$ cat config.mk
export PLATFORM = sky130hd
export DESIGN_NAME = adaptive_threshold_top
export DESIGN_NICKNAME = d
export VERILOG_FILES = /design/src/source/athr_pkg.sv /design/src/source/column_adder_tree.sv /design/src/source/window_accumulator.sv /design/src/source/center_delay.sv /design/src/source/threshold_decision.sv /design/src/source/adaptive_threshold_top.sv
export SDC_FILE = /design/constraint.sdc
export NUM_CORES = 1
export LEC_CHECK = 0
export BUFFER_PORTS_ARGS = -buffer_cell sky130_fd_sc_hd__buf_4
export CORE_MARGIN = 10
export CORE_UTILIZATION = 40
export DETAILED_ROUTE_END_ITERATION = 8
export PLACE_DENSITY_LB_ADDON = 0.25
export SLEW_MARGIN = 30
export SYNTH_ARGS = -nofsm -noshare
export SYNTH_HDL_FRONTEND = slang
export SYNTH_SLANG_ARGS = --single-unit
$ cat constraint.sdc
create_clock -name clk -period 10.7 [get_ports clk]
set_input_delay 0 -clock clk [delete_from_list [all_inputs] [get_ports clk]]
set_output_delay 0 -clock clk [all_outputs]
set_load 0.01 [all_outputs]
$ cat src/source/athr_pkg.sv
package athr_pkg;

    // ------------------------------------------------------------
    // window geometry
    // ------------------------------------------------------------

    // edge of the square window and the index of its centre row and column.
    localparam int WIN_SIZE   = 17;
    localparam int WIN_CENTER = 8;

    // number of pixels covered by one window.
    localparam int WIN_AREA   = WIN_SIZE * WIN_SIZE;

    // ------------------------------------------------------------
    // data widths
    // ------------------------------------------------------------

    localparam int PIX_W      = 8;

    // one column word packs WIN_SIZE pixels, row 0 in the low byte.
    localparam int COL_W      = WIN_SIZE * PIX_W;

    // 17 * 255 fits in 13 bits and 289 * 255 fits in 17 bits.
    localparam int COLSUM_W   = 13;
    localparam int WINSUM_W   = 17;

    // column counter that saturates at WIN_SIZE.
    localparam int CNT_W      = $clog2(WIN_SIZE + 1);

    // (centre + offset) * 289, where centre + offset may reach 510.
    localparam int SCALED_W   = $clog2(WIN_AREA * (2 ** (PIX_W + 1) - 1) + 1);

    // ------------------------------------------------------------
    // pipeline latencies
    // ------------------------------------------------------------

    // registered levels of the column adder tree.
    localparam int TREE_LAT   = 5;

    // the running window sum adds one register after the tree.
    localparam int ACC_LAT    = 1;

endpackage

$ cat src/source/column_adder_tree.sv
module column_adder_tree (
    input  logic                           clk,
    input  logic                           rst,
    input  logic                           i_valid,
    input  logic                           i_line_start,
    input  logic [athr_pkg::COL_W-1:0]     i_column,
    output logic                           o_sum_valid,
    output logic                           o_line_start,
    output logic [athr_pkg::COLSUM_W-1:0]  o_col_sum
);
    import athr_pkg::*;

    // partial sums, one array per level: 17 -> 9 -> 5 -> 3 -> 2 -> 1.
    logic [PIX_W:0]         lvl1 [0:8];
    logic [PIX_W+1:0]       lvl2 [0:4];
    logic [PIX_W+2:0]       lvl3 [0:2];
    logic [PIX_W+3:0]       lvl4 [0:1];
    logic [COLSUM_W-1:0]    col_sum;

    // valid and line-start tags travelling with the data.
    logic [TREE_LAT-1:0]    vld_sr;
    logic [TREE_LAT-1:0]    ls_sr;

    // ------------------------------------------------------------
    // adder levels
    // ------------------------------------------------------------

    // the tree runs every cycle; the tags decide which results count.
    always_ff @(posedge clk) begin
        for (int i = 0; i < WIN_SIZE / 2; i++) begin
            lvl1[i] <= {1'b0, i_column[2 * i * PIX_W +: PIX_W]}
                     + {1'b0, i_column[(2 * i + 1) * PIX_W +: PIX_W]};
        end
        // the odd pixel of row 16 rides along to the next level.
        lvl1[WIN_SIZE / 2] <= {1'b0, i_column[(WIN_SIZE - 1) * PIX_W +: PIX_W]};
    end

    always_ff @(posedge clk) begin
        for (int i = 0; i < 4; i++) begin
            lvl2[i] <= {1'b0, lvl1[2 * i]} + {1'b0, lvl1[2 * i + 1]};
        end
        lvl2[4] <= {1'b0, lvl1[8]};
    end

    always_ff @(posedge clk) begin
        lvl3[0] <= {1'b0, lvl2[0]} + {1'b0, lvl2[1]};
        lvl3[1] <= {1'b0, lvl2[2]} + {1'b0, lvl2[3]};
        lvl3[2] <= {1'b0, lvl2[4]};
    end

    always_ff @(posedge clk) begin
        lvl4[0] <= {1'b0, lvl3[0]} + {1'b0, lvl3[1]};
        lvl4[1] <= {1'b0, lvl3[2]};
    end

    always_ff @(posedge clk) begin
        col_sum <= {1'b0, lvl4[0]} + {1'b0, lvl4[1]};
    end

    // ------------------------------------------------------------
    // tags
    // ------------------------------------------------------------

    always_ff @(posedge clk) begin
        if (rst) begin
            vld_sr <= '0;
            ls_sr  <= '0;
        end else begin
            vld_sr <= {vld_sr[TREE_LAT-2:0], i_valid};
            // a line start only counts on a strobed beat.
            ls_sr  <= {ls_sr[TREE_LAT-2:0], i_valid & i_line_start};
        end
    end

    assign o_sum_valid  = vld_sr[TREE_LAT-1];
    assign o_line_start = ls_sr[TREE_LAT-1];
    assign o_col_sum    = col_sum;

endmodule

$ cat src/source/window_accumulator.sv
module window_accumulator (
    input  logic                           clk,
    input  logic                           rst,
    input  logic                           i_sum_valid,
    input  logic                           i_line_start,
    input  logic [athr_pkg::COLSUM_W-1:0]  i_col_sum,
    output logic                           o_sum_valid,
    output logic                           o_full,
    output logic [athr_pkg::WINSUM_W-1:0]  o_window_sum
);
    import athr_pkg::*;

    // hist[0] is the most recent column sum of the line.
    logic [COLSUM_W-1:0]  hist [0:WIN_SIZE-1];
    logic [CNT_W-1:0]     col_cnt;
    logic [WINSUM_W-1:0]  total;

    logic [COLSUM_W-1:0]  oldest;
    logic [CNT_W-1:0]     cnt_next;
    logic [WINSUM_W-1:0]  total_next;

    // ------------------------------------------------------------
    // next window sum
    // ------------------------------------------------------------

    // the oldest column only leaves the window once the line has
    // filled the whole history.
    always_comb begin
        oldest = (col_cnt == CNT_W'(WIN_SIZE)) ? hist[WIN_SIZE-1] : '0;
        if (i_line_start) begin
            cnt_next   = CNT_W'(1);
            total_next = WINSUM_W'(i_col_sum);
        end else begin
            if (col_cnt == CNT_W'(WIN_SIZE)) begin
                cnt_next = col_cnt;
            end else begin
                cnt_next = col_cnt + CNT_W'(1);
            end
            total_next = total + WINSUM_W'(i_col_sum) - WINSUM_W'(oldest);
        end
    end

    // ------------------------------------------------------------
    // registers
    // ------------------------------------------------------------

    always_ff @(posedge clk) begin
        if (rst) begin
            col_cnt     <= '0;
            total       <= '0;
            o_sum_valid <= 1'b0;
            o_full      <= 1'b0;
            for (int i = 0; i < WIN_SIZE; i++) begin
                hist[i] <= '0;
            end
        end else begin
            o_sum_valid <= i_sum_valid;
            if (i_sum_valid) begin
                hist[0] <= i_col_sum;
                for (int i = 1; i < WIN_SIZE; i++) begin
                    hist[i] <= hist[i-1];
                end
                col_cnt <= cnt_next;
                total   <= total_next;
                // full once the column just added is the 17th of the line or later.
                o_full  <= (cnt_next == CNT_W'(WIN_SIZE));
            end
        end
    end

    assign o_window_sum = total;

endmodule

$ cat src/source/center_delay.sv
module center_delay (
    input  logic                        clk,
    input  logic                        rst,
    input  logic                        i_valid,
    input  logic                        i_line_start,
    input  logic [athr_pkg::PIX_W-1:0]  i_center,
    output logic                        o_center_valid,
    output logic [athr_pkg::PIX_W-1:0]  o_center
);
    import athr_pkg::*;

    localparam int ALIGN_LAT = TREE_LAT + ACC_LAT;

    // fixed-latency shift that mirrors the tree and the accumulator.
    logic [PIX_W-1:0]      pix_sr [0:ALIGN_LAT-1];
    logic [ALIGN_LAT-1:0]  vld_sr;
    logic [ALIGN_LAT-1:0]  ls_sr;

    // centre pixels of the previous WIN_CENTER valid columns.
    logic [PIX_W-1:0]      hist [0:WIN_CENTER-1];

    always_ff @(posedge clk) begin
        pix_sr[0] <= i_center;
        for (int i = 1; i < ALIGN_LAT; i++) begin
            pix_sr[i] <= pix_sr[i-1];
        end
    end

    always_ff @(posedge clk) begin
        if (rst) begin
            vld_sr <= '0;
            ls_sr  <= '0;
            for (int i = 0; i < WIN_CENTER; i++) begin
                hist[i] <= '0;
            end
        end else begin
            vld_sr <= {vld_sr[ALIGN_LAT-2:0], i_valid};
            ls_sr  <= {ls_sr[ALIGN_LAT-2:0], i_valid & i_line_start};
            if (vld_sr[ALIGN_LAT-1]) begin
                hist[0] <= pix_sr[ALIGN_LAT-1];
                // a new line drops the pixels of the previous one.
                for (int i = 1; i < WIN_CENTER; i++) begin
                    hist[i] <= ls_sr[ALIGN_LAT-1] ? '0 : hist[i-1];
                end
            end
        end
    end

    // the aligned column is the one WIN_CENTER beats behind the newest.
    assign o_center_valid = vld_sr[ALIGN_LAT-1];
    assign o_center       = hist[WIN_CENTER-1];

endmodule

$ cat src/source/threshold_decision.sv
module threshold_decision (
    input  logic                           clk,
    input  logic                           rst,
    input  logic                           i_sum_valid,
    input  logic                           i_full,
    input  logic [athr_pkg::WINSUM_W-1:0]  i_window_sum,
    input  logic                           i_center_valid,
    input  logic [athr_pkg::PIX_W-1:0]     i_center,
    input  logic [athr_pkg::PIX_W-1:0]     i_offset,
    output logic                           o_valid,
    output logic                           o_bin,
    output logic [athr_pkg::PIX_W-1:0]     o_center,
    output logic [athr_pkg::WINSUM_W-1:0]  o_window_sum
);
    import athr_pkg::*;

    logic [PIX_W:0]     level;
    logic [SCALED_W-1:0] level_ext;
    logic [SCALED_W-1:0] scaled;

    // multiply by 289 as 256 + 32 + 1 so no multiplier is needed.
    always_comb begin
        level     = {1'b0, i_center} + {1'b0, i_offset};
        level_ext = SCALED_W'(level);
        scaled    = (level_ext << 8) + (level_ext << 5) + level_ext;
    end

    always_ff @(posedge clk) begin
        if (rst) begin
            o_valid <= 1'b0;
        end else begin
            o_valid <= i_sum_valid & i_full & i_center_valid;
        end
    end

    // foreground when centre plus offset is above the local mean.
    always_ff @(posedge clk) begin
        o_bin        <= (scaled > SCALED_W'(i_window_sum));
        o_center     <= i_center;
        o_window_sum <= i_window_sum;
    end

endmodule

$ cat src/source/adaptive_threshold_top.sv
module adaptive_threshold_top (
    input  logic                           clk,
    input  logic                           rst,
    input  logic                           i_valid,
    input  logic                           i_line_start,
    input  logic [athr_pkg::COL_W-1:0]     i_column,
    input  logic [athr_pkg::PIX_W-1:0]     i_offset,
    output logic                           o_valid,
    output logic                           o_bin,
    output logic [athr_pkg::PIX_W-1:0]     o_center,
    output logic [athr_pkg::WINSUM_W-1:0]  o_window_sum
);
    import athr_pkg::*;

    logic                 tree_valid;
    logic                 tree_line_start;
    logic [COLSUM_W-1:0]  col_sum;

    logic                 acc_valid;
    logic                 acc_full;
    logic [WINSUM_W-1:0]  window_sum;

    logic                 ctr_valid;
    logic [PIX_W-1:0]     ctr_pixel;

    // ------------------------------------------------------------
    // window-sum path
    // ------------------------------------------------------------

    column_adder_tree u_tree (
        .clk          (clk),
        .rst          (rst),
        .i_valid      (i_valid),
        .i_line_start (i_line_start),
        .i_column     (i_column),
        .o_sum_valid  (tree_valid),
        .o_line_start (tree_line_start),
        .o_col_sum    (col_sum)
    );

    window_accumulator u_acc (
        .clk          (clk),
        .rst          (rst),
        .i_sum_valid  (tree_valid),
        .i_line_start (tree_line_start),
        .i_col_sum    (col_sum),
        .o_sum_valid  (acc_valid),
        .o_full       (acc_full),
        .o_window_sum (window_sum)
    );

    // ------------------------------------------------------------
    // centre path, fed with row 8 of each column
    // ------------------------------------------------------------

    center_delay u_center (
        .clk            (clk),
        .rst            (rst),
        .i_valid        (i_valid),
        .i_line_start   (i_line_start),
        .i_center       (i_column[WIN_CENTER * PIX_W +: PIX_W]),
        .o_center_valid (ctr_valid),
        .o_center       (ctr_pixel)
    );

    threshold_decision u_decision (
        .clk            (clk),
        .rst            (rst),
        .i_sum_valid    (acc_valid),
        .i_full         (acc_full),
        .i_window_sum   (window_sum),
        .i_center_valid (ctr_valid),
        .i_center       (ctr_pixel),
        .i_offset       (i_offset),
        .o_valid        (o_valid),
        .o_bin          (o_bin),
        .o_center       (o_center),
        .o_window_sum   (o_window_sum)
    );

endmodule

**Word-level counts from Yosys, hierarchy flattened**

Memory sizes are Yosys's and may differ from the RTL's.
Cells that the tools add are included.

- $lt $le $gt $ge: 1
- Add/subtract/negate cells: 22
- Bitwise operators: 28
- Equal/unequal tests: 2
- Muxes and demuxes: 44

Operators with widths:

| kind | number |
|---|---|
| $mux 13 | 18 |
| $mux 8 | 15 |
| $add 8x8->9 | 9 |
| $add 9x9->10 | 4 |
| $or 1x1->1 | 25 |
| $add 10x10->11 | 2 |
| $add 17x14->18 | 1 |
| $add 18x9->18 | 1 |
| $gt 18x17->1 | 1 |
| $add 17x13->17 | 1 |
| $mux 17 | 1 |
| $sub 17x13->17 | 1 |
| $add 12x12->13 | 1 |
| $add 11x11->12 | 1 |
| $eq 5x5->1 const B | 2 |
| $mux 5 | 2 |
| $mux 1 | 8 |
| $add 5x1->5 const B | 1 |
| $and 1x1->1 | 3 |

- Output and inout port bits: 27
- Memories kept: 7
- RAM bits: 521
- Register bits after elaboration: 86
- Input port bits: 148

Memory list:

| name | depth | bits a word | read ports | clocked after Yosys merged registers in | write ports | line | source |
|---|---|---|---|---|---|---|---|
| u_acc.hist | 17 | 13 | 17 | 0 | 17 | window_accumulator.sv:14 | `logic [COLSUM_W-1:0] hist [0:WIN_SIZE-1];` |
| u_tree.lvl1 | 9 | 9 | 9 | 0 | 9 | column_adder_tree.sv:14 | `logic [PIX_W:0] lvl1 [0:8];` |
| u_center.hist | 8 | 8 | 8 | 0 | 8 | center_delay.sv:20 | `logic [PIX_W-1:0] hist [0:WIN_CENTER-1];` |
| u_tree.lvl2 | 5 | 10 | 5 | 0 | 5 | column_adder_tree.sv:15 | `logic [PIX_W+1:0] lvl2 [0:4];` |
| u_center.pix_sr | 6 | 8 | 6 | 0 | 6 | center_delay.sv:15 | `logic [PIX_W-1:0] pix_sr [0:ALIGN_LAT-1];` |
| u_tree.lvl3 | 3 | 11 | 3 | 0 | 3 | column_adder_tree.sv:16 | `logic [PIX_W+2:0] lvl3 [0:2];` |
| 1 more memories | - | - | - | - | - | - |  |

**Longest topological paths before layout**

Gate-level depths: netlist of the first run.
An unclocked memory read counts as a cell.

- Depth in word-level cells: 5
- Mapped depth: 25

**By module**

From an unflattened synthesis of the first run, not the netlist that was laid out.

- Cell total of the unflattened synthesis: 2,111
- Area total of the unflattened synthesis: 25,892.3 um^2

By module, submodules not included:

| module | area an instance (um^2) | times used | cells an instance |
|---|---|---|---|
| window_accumulator | 10,507.6 | 1 | 794 |
| column_adder_tree | 9,323.9 | 1 | 878 |
| center_delay | 4,096.4 | 1 | 228 |
| threshold_decision | 1,964.4 | 1 | 211 |

**Worst setup path before layout of the first run**

No wires, ideal clock.

- Path type: register to register
- Start: reg, netlist name u_center.vld_sr[4]
- End: reg u_acc.total[16], in the netlist u_acc.o_window_sum[16]
- Data required time: 10.583 ns
- Arrival time: 5.665 ns
- Library setup time: 0.117 ns
- Buffers on the path: 1
- Path slack: 4.918 ns
- Cell stages (with the launch flop): 6
- Period minus slack after synthesis: 5.782 ns
- Path through: dfxtp_1 > clkbuf_1 > nor2_1 > inv_1 > o31ai_1 > a21bo_1

RTL lines:

| item | line | source |
|---|---|---|
| end signal: assignment | window_accumulator.sv:64 | `total <= total_next;` |
| end: declaration | window_accumulator.sv:16 | `logic [WINSUM_W-1:0] total;` |

==> results of run 1 <==
[final timing paths]
check / slack, ns / cells after the start / end
max: 5.24 / 25 / u_decision.o_bin
min: 0.04 / 2 / u_tree.lvl1[0][76]
max reg2reg: 5.24 / 25 / u_decision.o_bin
min reg2reg: 0.32 / 0 / u_center.pix_sr[3][6]
[worst max-delay path: stages, from the launching register on]
cell,delay (ns)
edfxtp_1,0.34
ha_1,0.17
inv_1,0.05
fa_1,0.40
nor2b_1,0.17
o31a_1,0.17
o21ai_1,0.07
nand2b_1,0.13
a21o_1,0.14
a21o_1,0.21
inv_1,0.09
fa_1,0.54
inv_1,0.04
ha_1,0.33
nor2b_1,0.16
o21a_1,0.18
o21ai_0,0.28
a21oi_1,0.13
maj3_1,0.40
xor2_1,0.16
ha_1,0.33
a21o_1,0.16
a21oi_1,0.18
nor2b_1,0.15
o2111ai_1,0.14
a32o_1,0.25
[layout by cell type, fill, tap and decap left out, types with 36 or more instances in the layout]
master	netlist	routed
a21o_1	49	49
a21oi_1	79	79
and2_1	251	251
and3_1	43	43
buf_4	0	181
clkbuf_16	0	61
dfxtp_1	301	300
dlygate4sd3_1	0	213
edfxtp_1	285	285
ha_1	194	194
inv_1	145	143
nand2_1	40	40
nand2b_1	36	36
nor2_1	74	73
nor2b_1	51	51
o21ai_0	67	67
xnor2_1	95	95
xor2_1	41	41
[metal layers]
metal  vias to the layer above  GRT usage (%)  part of all wire [%]
met3                        77           2.86                   4.5
met4                         2           4.03                   2.1
met2                       225           21.8                    48
met1                      7143           16.2                    46
met5                         -              0                 0.017
li1                       7655              -                     -
[per-stage QoR]
step / power [W] / util, %
2_1_floorplan: 0.00432 / -
3_3_place_gp: 0.00475 / 44.1
3_5_place_dp: 0.00478 / 44.1
4_1_cts: 0.00709 / 51.1
5_1_grt: 0.00747 / 51.1
6_report: 0.00701 / 51.1
[area by class of cell]
cell class / instances / area, um2 / area share (%)
flip-flops and latches: 586 / 14600 / 47.0
multi-input cells: 1211 / 9320 / 30.0
repair buffers: 395 / 3500 / 11.3
clock buffers: 91 / 1730 / 5.58
well taps: 782 / 978 / 3.15
inverters: 145 / 551 / 1.77
clock inverters: 23 / 355 / 1.15
diodes: 3 / 7.51 / 0.0242
[flip-flops by register name, summed over array words and instances (netlist names), 17 cells and up]
register / count
u_tree.lvl3: 30
u_acc.hist: 221
u_decision.o_window_sum: 17
u_tree.lvl1: 80
u_tree.lvl4: 20
u_center.hist: 64
u_acc.o_window_sum: 17
u_tree.lvl2: 48
u_center.pix_sr: 48
[cells by family (layout without fill, tap and decap cells)]
family,after synthesis,in the layout,synth area share [%]
flops,586,586,59.2
fa+ha+maj,228,228,12.5
compound gates,288,288,7.37
buf+inv,192,654,2.93
xor+xnor,137,137,4.90
other cells,0,3,0
simple gates,555,555,12.9
mux,3,3,0.122
[what timing repair did]
action / CTS / global route
endpoints found under the setup margin: 0 / 0
hold buffers: 213 / 0
setup buffers: 0 / 0
endpoints found under the hold margin: 113 / 0
[power breakdown]
group | total (W) | leakage [nW] | switching, W | internal, W
Clock | 0.00216 | 1.02 | 0.000851 | 0.00131
Sequential | 0.00278 | 5.47 | 0.000125 | 0.00265
Combinational | 0.00206 | 6.87 | 0.00105 | 0.00102
Total | 0.00701 | 13.4 | 0.00202 | 0.00498
==> impl_metrics.yaml, run 1 <==
cells_and_area:
  final_area_mm2: 0.0310
  fillers: 5171
  area_growth_pct: 26.0
  final_cells: 3236
  drive_gt1_share_pct: 11.9
  nNetsFinal: 2773
floorplan:
  initial_utilization_pct: 40.6
  dieArea_mm2: 0.0719
  core_mm2: 0.0607
  die_h_um: 268
  ioPinCount: 175
  num_rows: 90
  die_w_um: 268
synthesis:
  ys_seq_area_share_pct: 59.2
  synth.net_count: 2363
  synth_edf_count: 285
  synth_common_cells: "dfxtp_1, edfxtp_1, and2_1"
  synthTopCellsByArea: "edfxtp_1, dfxtp_1, ha_1, and2_1, xnor2_1"
  async_flop_share_pct: 0
  synth_top_area_share_pct: 34.8
  yosysWarnings: 0
  ys_ff_latch: 586
  ys.flop_type: "dfxtp_1"
  netlist.top_cell.by_area: "edfxtp_1"
  synthCells: 1989
  syn_avg_cell_area_um2: 12.4
  post-synth-top-count-cell: "dfxtp_1"
  netlist_area_mm2: 0.0246
  ys_types: 58
timing:
  fin_skew_ns: 0.0422
  worst_slew_pin_slew_ns: 0.926
  finalSetupViolCount: 0
  rsz0062_at_grt: "false"
  finalCritPeriodShare_pct: 51.1
  drv_slew: 0
  worst_slack_ns: 5.24
  slew_headroom_pct: 37.4
  fmax_mhz: 183
  fin_crit_ns: 5.46
  hold_viol: 0
  fin_tns_setup_ns: 0
  hold_ws_ns: 0.0445
drt:
  wirelength_mm: 46.2
  avgViaCountPerCell: 4.67
  wl_per_cell_um: 14.3
  via_count: 15100
  ant_nets: 0
  drc: 0
  drt-pass1-iter-count: 5
  first_iter_violations: 796
placed_design:
  port_buffers: 174
  gp_congestion: 0.820
  place_hpwl_mm: 30.4
  pre_cts_slack_ns: 5.24
  dpl.cell_count: 2906
  place_area_mm2: 0.0268
power_and_ir_drop:
  ir_worst_vdd_v: 0.000129
  p_leak_nw: 13.4
  power_density_mw_per_mm2: 226
setup_path:
  startpoint: "u_center.hist[0][56]"
  worstSetupPathType: "flip-flop to flip-flop"
  required_ns: 11.17
  end_kind: "flip-flop"
  critPathMaxFanout: 4
  cp.arrival_ns: 5.94
  crit-reg2reg-launch: "u_center.hist[0][56]"
  cp-start-kind: "flip-flop"
clock_network:
  clockBufferDepth: 3
  cts_buffers: 60
  path_clk_slew_ns: 0.06
  post_cts_resized: 0
  clock-root-buffer: "clkbuf_16"
  cts_tree: "done"
  h-tree-depth: 2
  clock-sinks: 586
  insertion_delay_ns: 0.63
grt:
  antenna_found_initial: 4
  grt_pass1_wl_mm: 76.6
  grt_max_degree: 141
  grtUsageTotal_pct: 12.9
  grt_pass1_vias: 15700
  overflow: 0
job:
  drv_cap: 0
status:
  status: "completed"
hold_path:
  min_from: "i_column[132]"
  hp-class: "input port to flip-flop"
(Power assumes the default switching activity.)
==> run 2: changes to the inputs <==
- clock period: 10.7 -> 5 ns (I/O delays scaled with it)
==> impl_metrics.yaml, run 2 (same netlist as run 1, synthesis figures left out) <==
status:
  status: "completed"
cells_and_area:
  final_area_mm2: 0.0312
  layout_commonest_cell: "dfxtp_1"
  fillers: 5200
  drive_gt1_share_pct: 13.3
  layout_common_cells: "dfxtp_1, edfxtp_1, and2_1"
  largest_reg_flops: 221
  reg_top3: "u_acc.hist (221), u_tree.lvl1 (80), u_center.hist (64)"
  nNetsFinal: 2782
  area_growth_pct: 26.7
  largest-register: "u_acc.hist"
floorplan:
  num_rows: 90
  dieArea_mm2: 0.0719
  ioPinCount: 175
  initial_utilization_pct: 40.6
  core_mm2: 0.0607
  die_w_um: 268
  die_h_um: 268
timing:
  slew_headroom_pct: 46.2
  finalSetupViolCount: 0
  worst_slack_ns: 0.173
  fin_tns_setup_ns: 0
  drv_slew: 0
  hold_viol: 0
  rsz0062_at_grt: "true"
  worst_slew_pin_slew_ns: 0.807
  fmax_mhz: 207
  fin_skew_ns: 0.0273
  fin_crit_ns: 4.83
  finalCritPeriodShare_pct: 96.5
clock_network:
  path_clk_slew_ns: 0.06
  clock-sinks: 586
  insertion_delay_ns: 0.62
  h-tree-depth: 2
  cts_tree: "done"
  clock-root-buffer: "clkbuf_16"
  clockBufferDepth: 3
  cts_buffers: 61
setup_path:
  cp.arrival_ns: 5.32
  path_buf_inv: 3
  required_ns: 5.49
  rr_endpoint: "u_decision.o_bin"
  worst-r2r-cell-count: 25
  crit-reg2reg-launch: "u_center.hist[0][56]"
  worstSetupPathType: "flip-flop to flip-flop"
  cp_slowest_stage_delay_ns: 0.41
  critical_path.slowest_cell: "fa_1"
  cp_top_family: "compound AO/OA/AOI/OAI gates"
  critPathMaxFanout: 2
  crit_end: "u_decision.o_bin"
  end_kind: "flip-flop"
  r2r_slack_ns: 0.17
  cp-start-kind: "flip-flop"
  startpoint: "u_center.hist[0][56]"
  crit_cells: 25
drt:
  via_count: 15200
  drt-pass1-iter-count: 6
  first_iter_violations: 885
  wl_per_cell_um: 14.4
  wirelength_mm: 46.6
  drc: 0
  ant_nets: 0
  avgViaCountPerCell: 4.68
placed_design:
  place_hpwl_mm: 30.6
  place_area_mm2: 0.0269
  gp_congestion: 0.861
  port_buffers: 174
  pre_cts_slack_ns: -0.208
grt:
  antenna_found_initial: 3
  grt_pass1_wl_mm: 76.5
  met3_usage_pct: 2.76
  grtUsageTotal_pct: 12.9
  overflow: 0
  grt_max_degree: 212
  met2_usage_pct: 22.2
  grtUsageMet1_pct: 15.8
  grt_pass1_vias: 15800
  grt_busiest_layer: "met2"
power_and_ir_drop:
  ir_worst_vdd_v: 0.000285
  power_w: 0.0150
  p_leak_nw: 13.4
  power_density_mw_per_mm2: 482
job:
  drv_cap: 0
hold_path:
  hp-class: "input port to flip-flop"
## run 2: timing repair
action,4_1_cts,5_1_grt
hold endpoints to repair,114,0
setup buffers,0,3
setup endpoints to repair,1,1
resized for setup,7,15
hold buffers,211,0
pin swaps,1,17
## run 2: per-layer routing
layer | part of all wire (%) | wire (um)
met1 | 45 | 20800
met2 | 49 | 22600
met3 | 4.4 | 2060
met4 | 2.3 | 1050
met5 | 0.028 | 13
## run 2: how the worst min path moves through the flow
stage	from	end	slack, ns	depth (start not counted)
6_report	i_column[68]	u_center.pix_sr[0][4]	0.05	2
5_1_grt	i_column[131]	u_tree.lvl1[0][75]	0.02	2
2_1_floorplan	i_column[64]	u_center.pix_sr[0][0]	0.03	0
3_5_place_dp	i_column[130]	u_tree.lvl1[0][74]	0.11	1
4_1_cts	i_column[132]	u_tree.lvl1[0][76]	0.0009	2
3_3_place_gp	i_column[133]	u_tree.lvl1[0][77]	0.11	1
## run 2: final cells by class
class                      instances  area, um2  area share [%]
timing repair buffer             403       3580            11.5
clock inverter                    22        218           0.698
clock buffer                      93       1880            6.04
multi-input combinational       1211       9400            30.1
sequential                       586      14600            46.7
antenna                            2       5.00          0.0160
inverter                         145        549            1.76
tap                              782        978            3.14
## run 2: through the flow
step           utilization [%]  cells  hold WS (ns)
2_1_floorplan                -   1989        0.0277
3_3_place_gp              44.3   2913         0.106
3_5_place_dp              44.3   2913         0.109
4_1_cts                   51.3   3239      0.000883
5_1_grt                   51.4   3244        0.0215
6_report                  51.4   3244        0.0503
## run 2: worst register-to-register path, stage by stage (launching register included)
cell and delay [ns]:
edfxtp_1 0.39, ha_2 0.21, inv_2 0.06, fa_2 0.21, nor2b_2 0.05, o31a_1 0.26
o21ai_1 0.12, nand2b_1 0.09, a21o_1 0.17, a21o_1 0.18, inv_2 0.06, fa_1 0.41
inv_2 0.08, ha_4 0.19, nor2b_4 0.12, o21a_1 0.21, o21ai_2 0.19, a21oi_2 0.08
maj3_2 0.33, xor2_1 0.17, ha_1 0.31, a21o_1 0.20, a21oi_2 0.14, nor2b_4 0.16
o2111ai_2 0.09, a32o_2 0.24
## run 2: report_power, final
part	internal [W]	switching, W
Combinational	0.00223	0.00228
Clock	0.00275	0.00184
Sequential	0.00568	0.000273
==> run 3: changes to the inputs <==
- CELL_PAD_IN_SITES_DETAIL_PLACEMENT: default -> 0
- CELL_PAD_IN_SITES_GLOBAL_PLACEMENT: default -> 1
- GPL_TIMING_DRIVEN: default -> 0
- PLACE_DENSITY_LB_ADDON: 0.25 -> 0.1
==> impl_metrics.yaml, run 3 (same netlist as run 1, synthesis figures left out) <==
timing:
  finalSetupViolCount: 0
  hold_ws_ns: 0.0552
  rsz0062_at_grt: "true"
  worst_slew_pin_slew_ns: 0.876
  fin_skew_ns: 0.0127
  drv_slew: 0
  fmax_mhz: 206
  finalCritPeriodShare_pct: 96.9
  fin_tns_setup_ns: 0
  hold_viol: 0
  fin_crit_ns: 4.85
  slew_headroom_pct: 41.6
  worst_slack_ns: 0.154
grt:
  grtUsageTotal_pct: 13.1
  grt_pass1_wl_mm: 77.1
  grt_max_degree: 65
  antenna_found_initial: 4
  overflow: 0
  grt_pass1_vias: 16000
setup_path:
  required_ns: 5.50
  cp.arrival_ns: 5.35
  cp-start-kind: "flip-flop"
  end_kind: "flip-flop"
  cp_slowest_stage_delay_ns: 0.42
  worstSetupPathType: "flip-flop to flip-flop"
  critical_path.slowest_cell: "fa_1"
  critPathMaxFanout: 3
  r2r_slack_ns: 0.15
clock_network:
  clockBufferDepth: 3
  clock-root-buffer: "clkbuf_16"
  path_clk_slew_ns: 0.06
  cts_tree: "done"
  insertion_delay_ns: 0.61
  cts_buffers: 60
  clock-sinks: 586
  h-tree-depth: 2
cells_and_area:
  area_growth_pct: 28.1
  utilization_pct: 51.9
  reg_top3: "u_acc.hist (221), u_tree.lvl1 (80), u_center.hist (64)"
  largest_reg_flops: 221
  nNetsFinal: 2830
  largest-register: "u_acc.hist"
  layout_commonest_cell: "dfxtp_1"
  final_area_mm2: 0.0315
  layout_common_cells: "dfxtp_1, edfxtp_1, and2_1"
  drive_gt1_share_pct: 12.8
floorplan:
  ioPinCount: 175
  num_rows: 90
  die_w_um: 268
  core_mm2: 0.0607
  dieArea_mm2: 0.0719
  die_h_um: 268
  initial_utilization_pct: 40.6
placed_design:
  place_area_mm2: 0.0271
  place_hpwl_mm: 33.3
  gp_congestion: 0.825
  port_buffers: 174
  pre_cts_slack_ns: -0.429
job:
  drv_cap: 0
drt:
  wirelength_mm: 46.4
  first_iter_violations: 707
  wl_per_cell_um: 14.1
  avgViaCountPerCell: 4.57
  drc: 0
  ant_nets: 0
  via_count: 15000
  drt-pass1-iter-count: 5
power_and_ir_drop:
  ir_worst_vdd_v: 0.000269
  power_density_mw_per_mm2: 480
  p_leak_nw: 13.6
status:
  status: "completed"
hold_path:
  hp-class: "input port to flip-flop"
[run 3: cell count changes in the layout (fill, tap and decap cells not counted), sizes merged, moves of 2 or more]
cell         delta
buf             +5
dlygate4sd3     -2
bufinv          +6
clkinv          +7
diode           +2
clkbuf         +30
[run 3: path summary, 6_finish.rpt]
check,from,to,cells after the start
setup reg to reg,u_center.hist[0][56],u_decision.o_bin,25
hold / removal,i_column[134],u_tree.lvl1[0][78],2
hold reg to reg,u_center.pix_sr[4][7],u_center.pix_sr[5][7],0
setup / recovery,u_center.hist[0][56],u_decision.o_bin,25
[run 3: timing repair]
item	in CTS	in global routing
setup endpoints to repair	1	1
pin swaps	3	19
gates resized for setup	9	16
hold buffers	209	0
setup buffers	4	9
hold endpoints to repair	91	0
[run 3: per-layer routing]
metal | up-vias | GRT usage [%] | share of wire (%)
met5 | - | 0 | 0
met3 | 70 | 2.73 | 4.2
met4 | 0 | 3.47 | 2.0
li1 | 7767 | - | -
met2 | 196 | 22.9 | 49
met1 | 7011 | 16.1 | 45
[run 3: area by class of cell]
cell class / instances / area [um2]
Sequential cell: 586 / 14600
Fill cell: 5256 / 29200
Multi-Input combinational cell: 1211 / 9410
Inverter: 145 / 548
Buffer: 47 / 176
Tap cell: 782 / 978
Clock inverter: 37 / 440
Antenna cell: 4 / 10.0
Clock buffer: 77 / 1670
Timing Repair Buffer: 405 / 3710
[run 3: power by group]
part / internal (W) / switching [W] / leakage, nW
clock: 0.00282 / 0.00183 / 1.03
sequential: 0.00568 / 0.000257 / 5.47
combinational: 0.00226 / 0.00227 / 7.05
total: 0.0108 / 0.00436 / 13.6
[run 3: critical path, delay by kind of cell (launching register included)]
family,cells,cell delay (ns)
AO/OA/AOI/OAI,11,1.86
adder cells (fa/ha/maj),6,1.69
AND/OR/NAND/NOR,4,0.42
flip-flops,1,0.40
buffers and inverters,3,0.20
XOR/XNOR,1,0.16
[run 3: stage by stage]
stage,total power [W],cells
CTS,0.0153,3281
global route,0.0162,3294
global placement,0.0102,2945
finish,0.0151,3294
detailed placement,0.0102,2954
floorplan,0.00923,1989
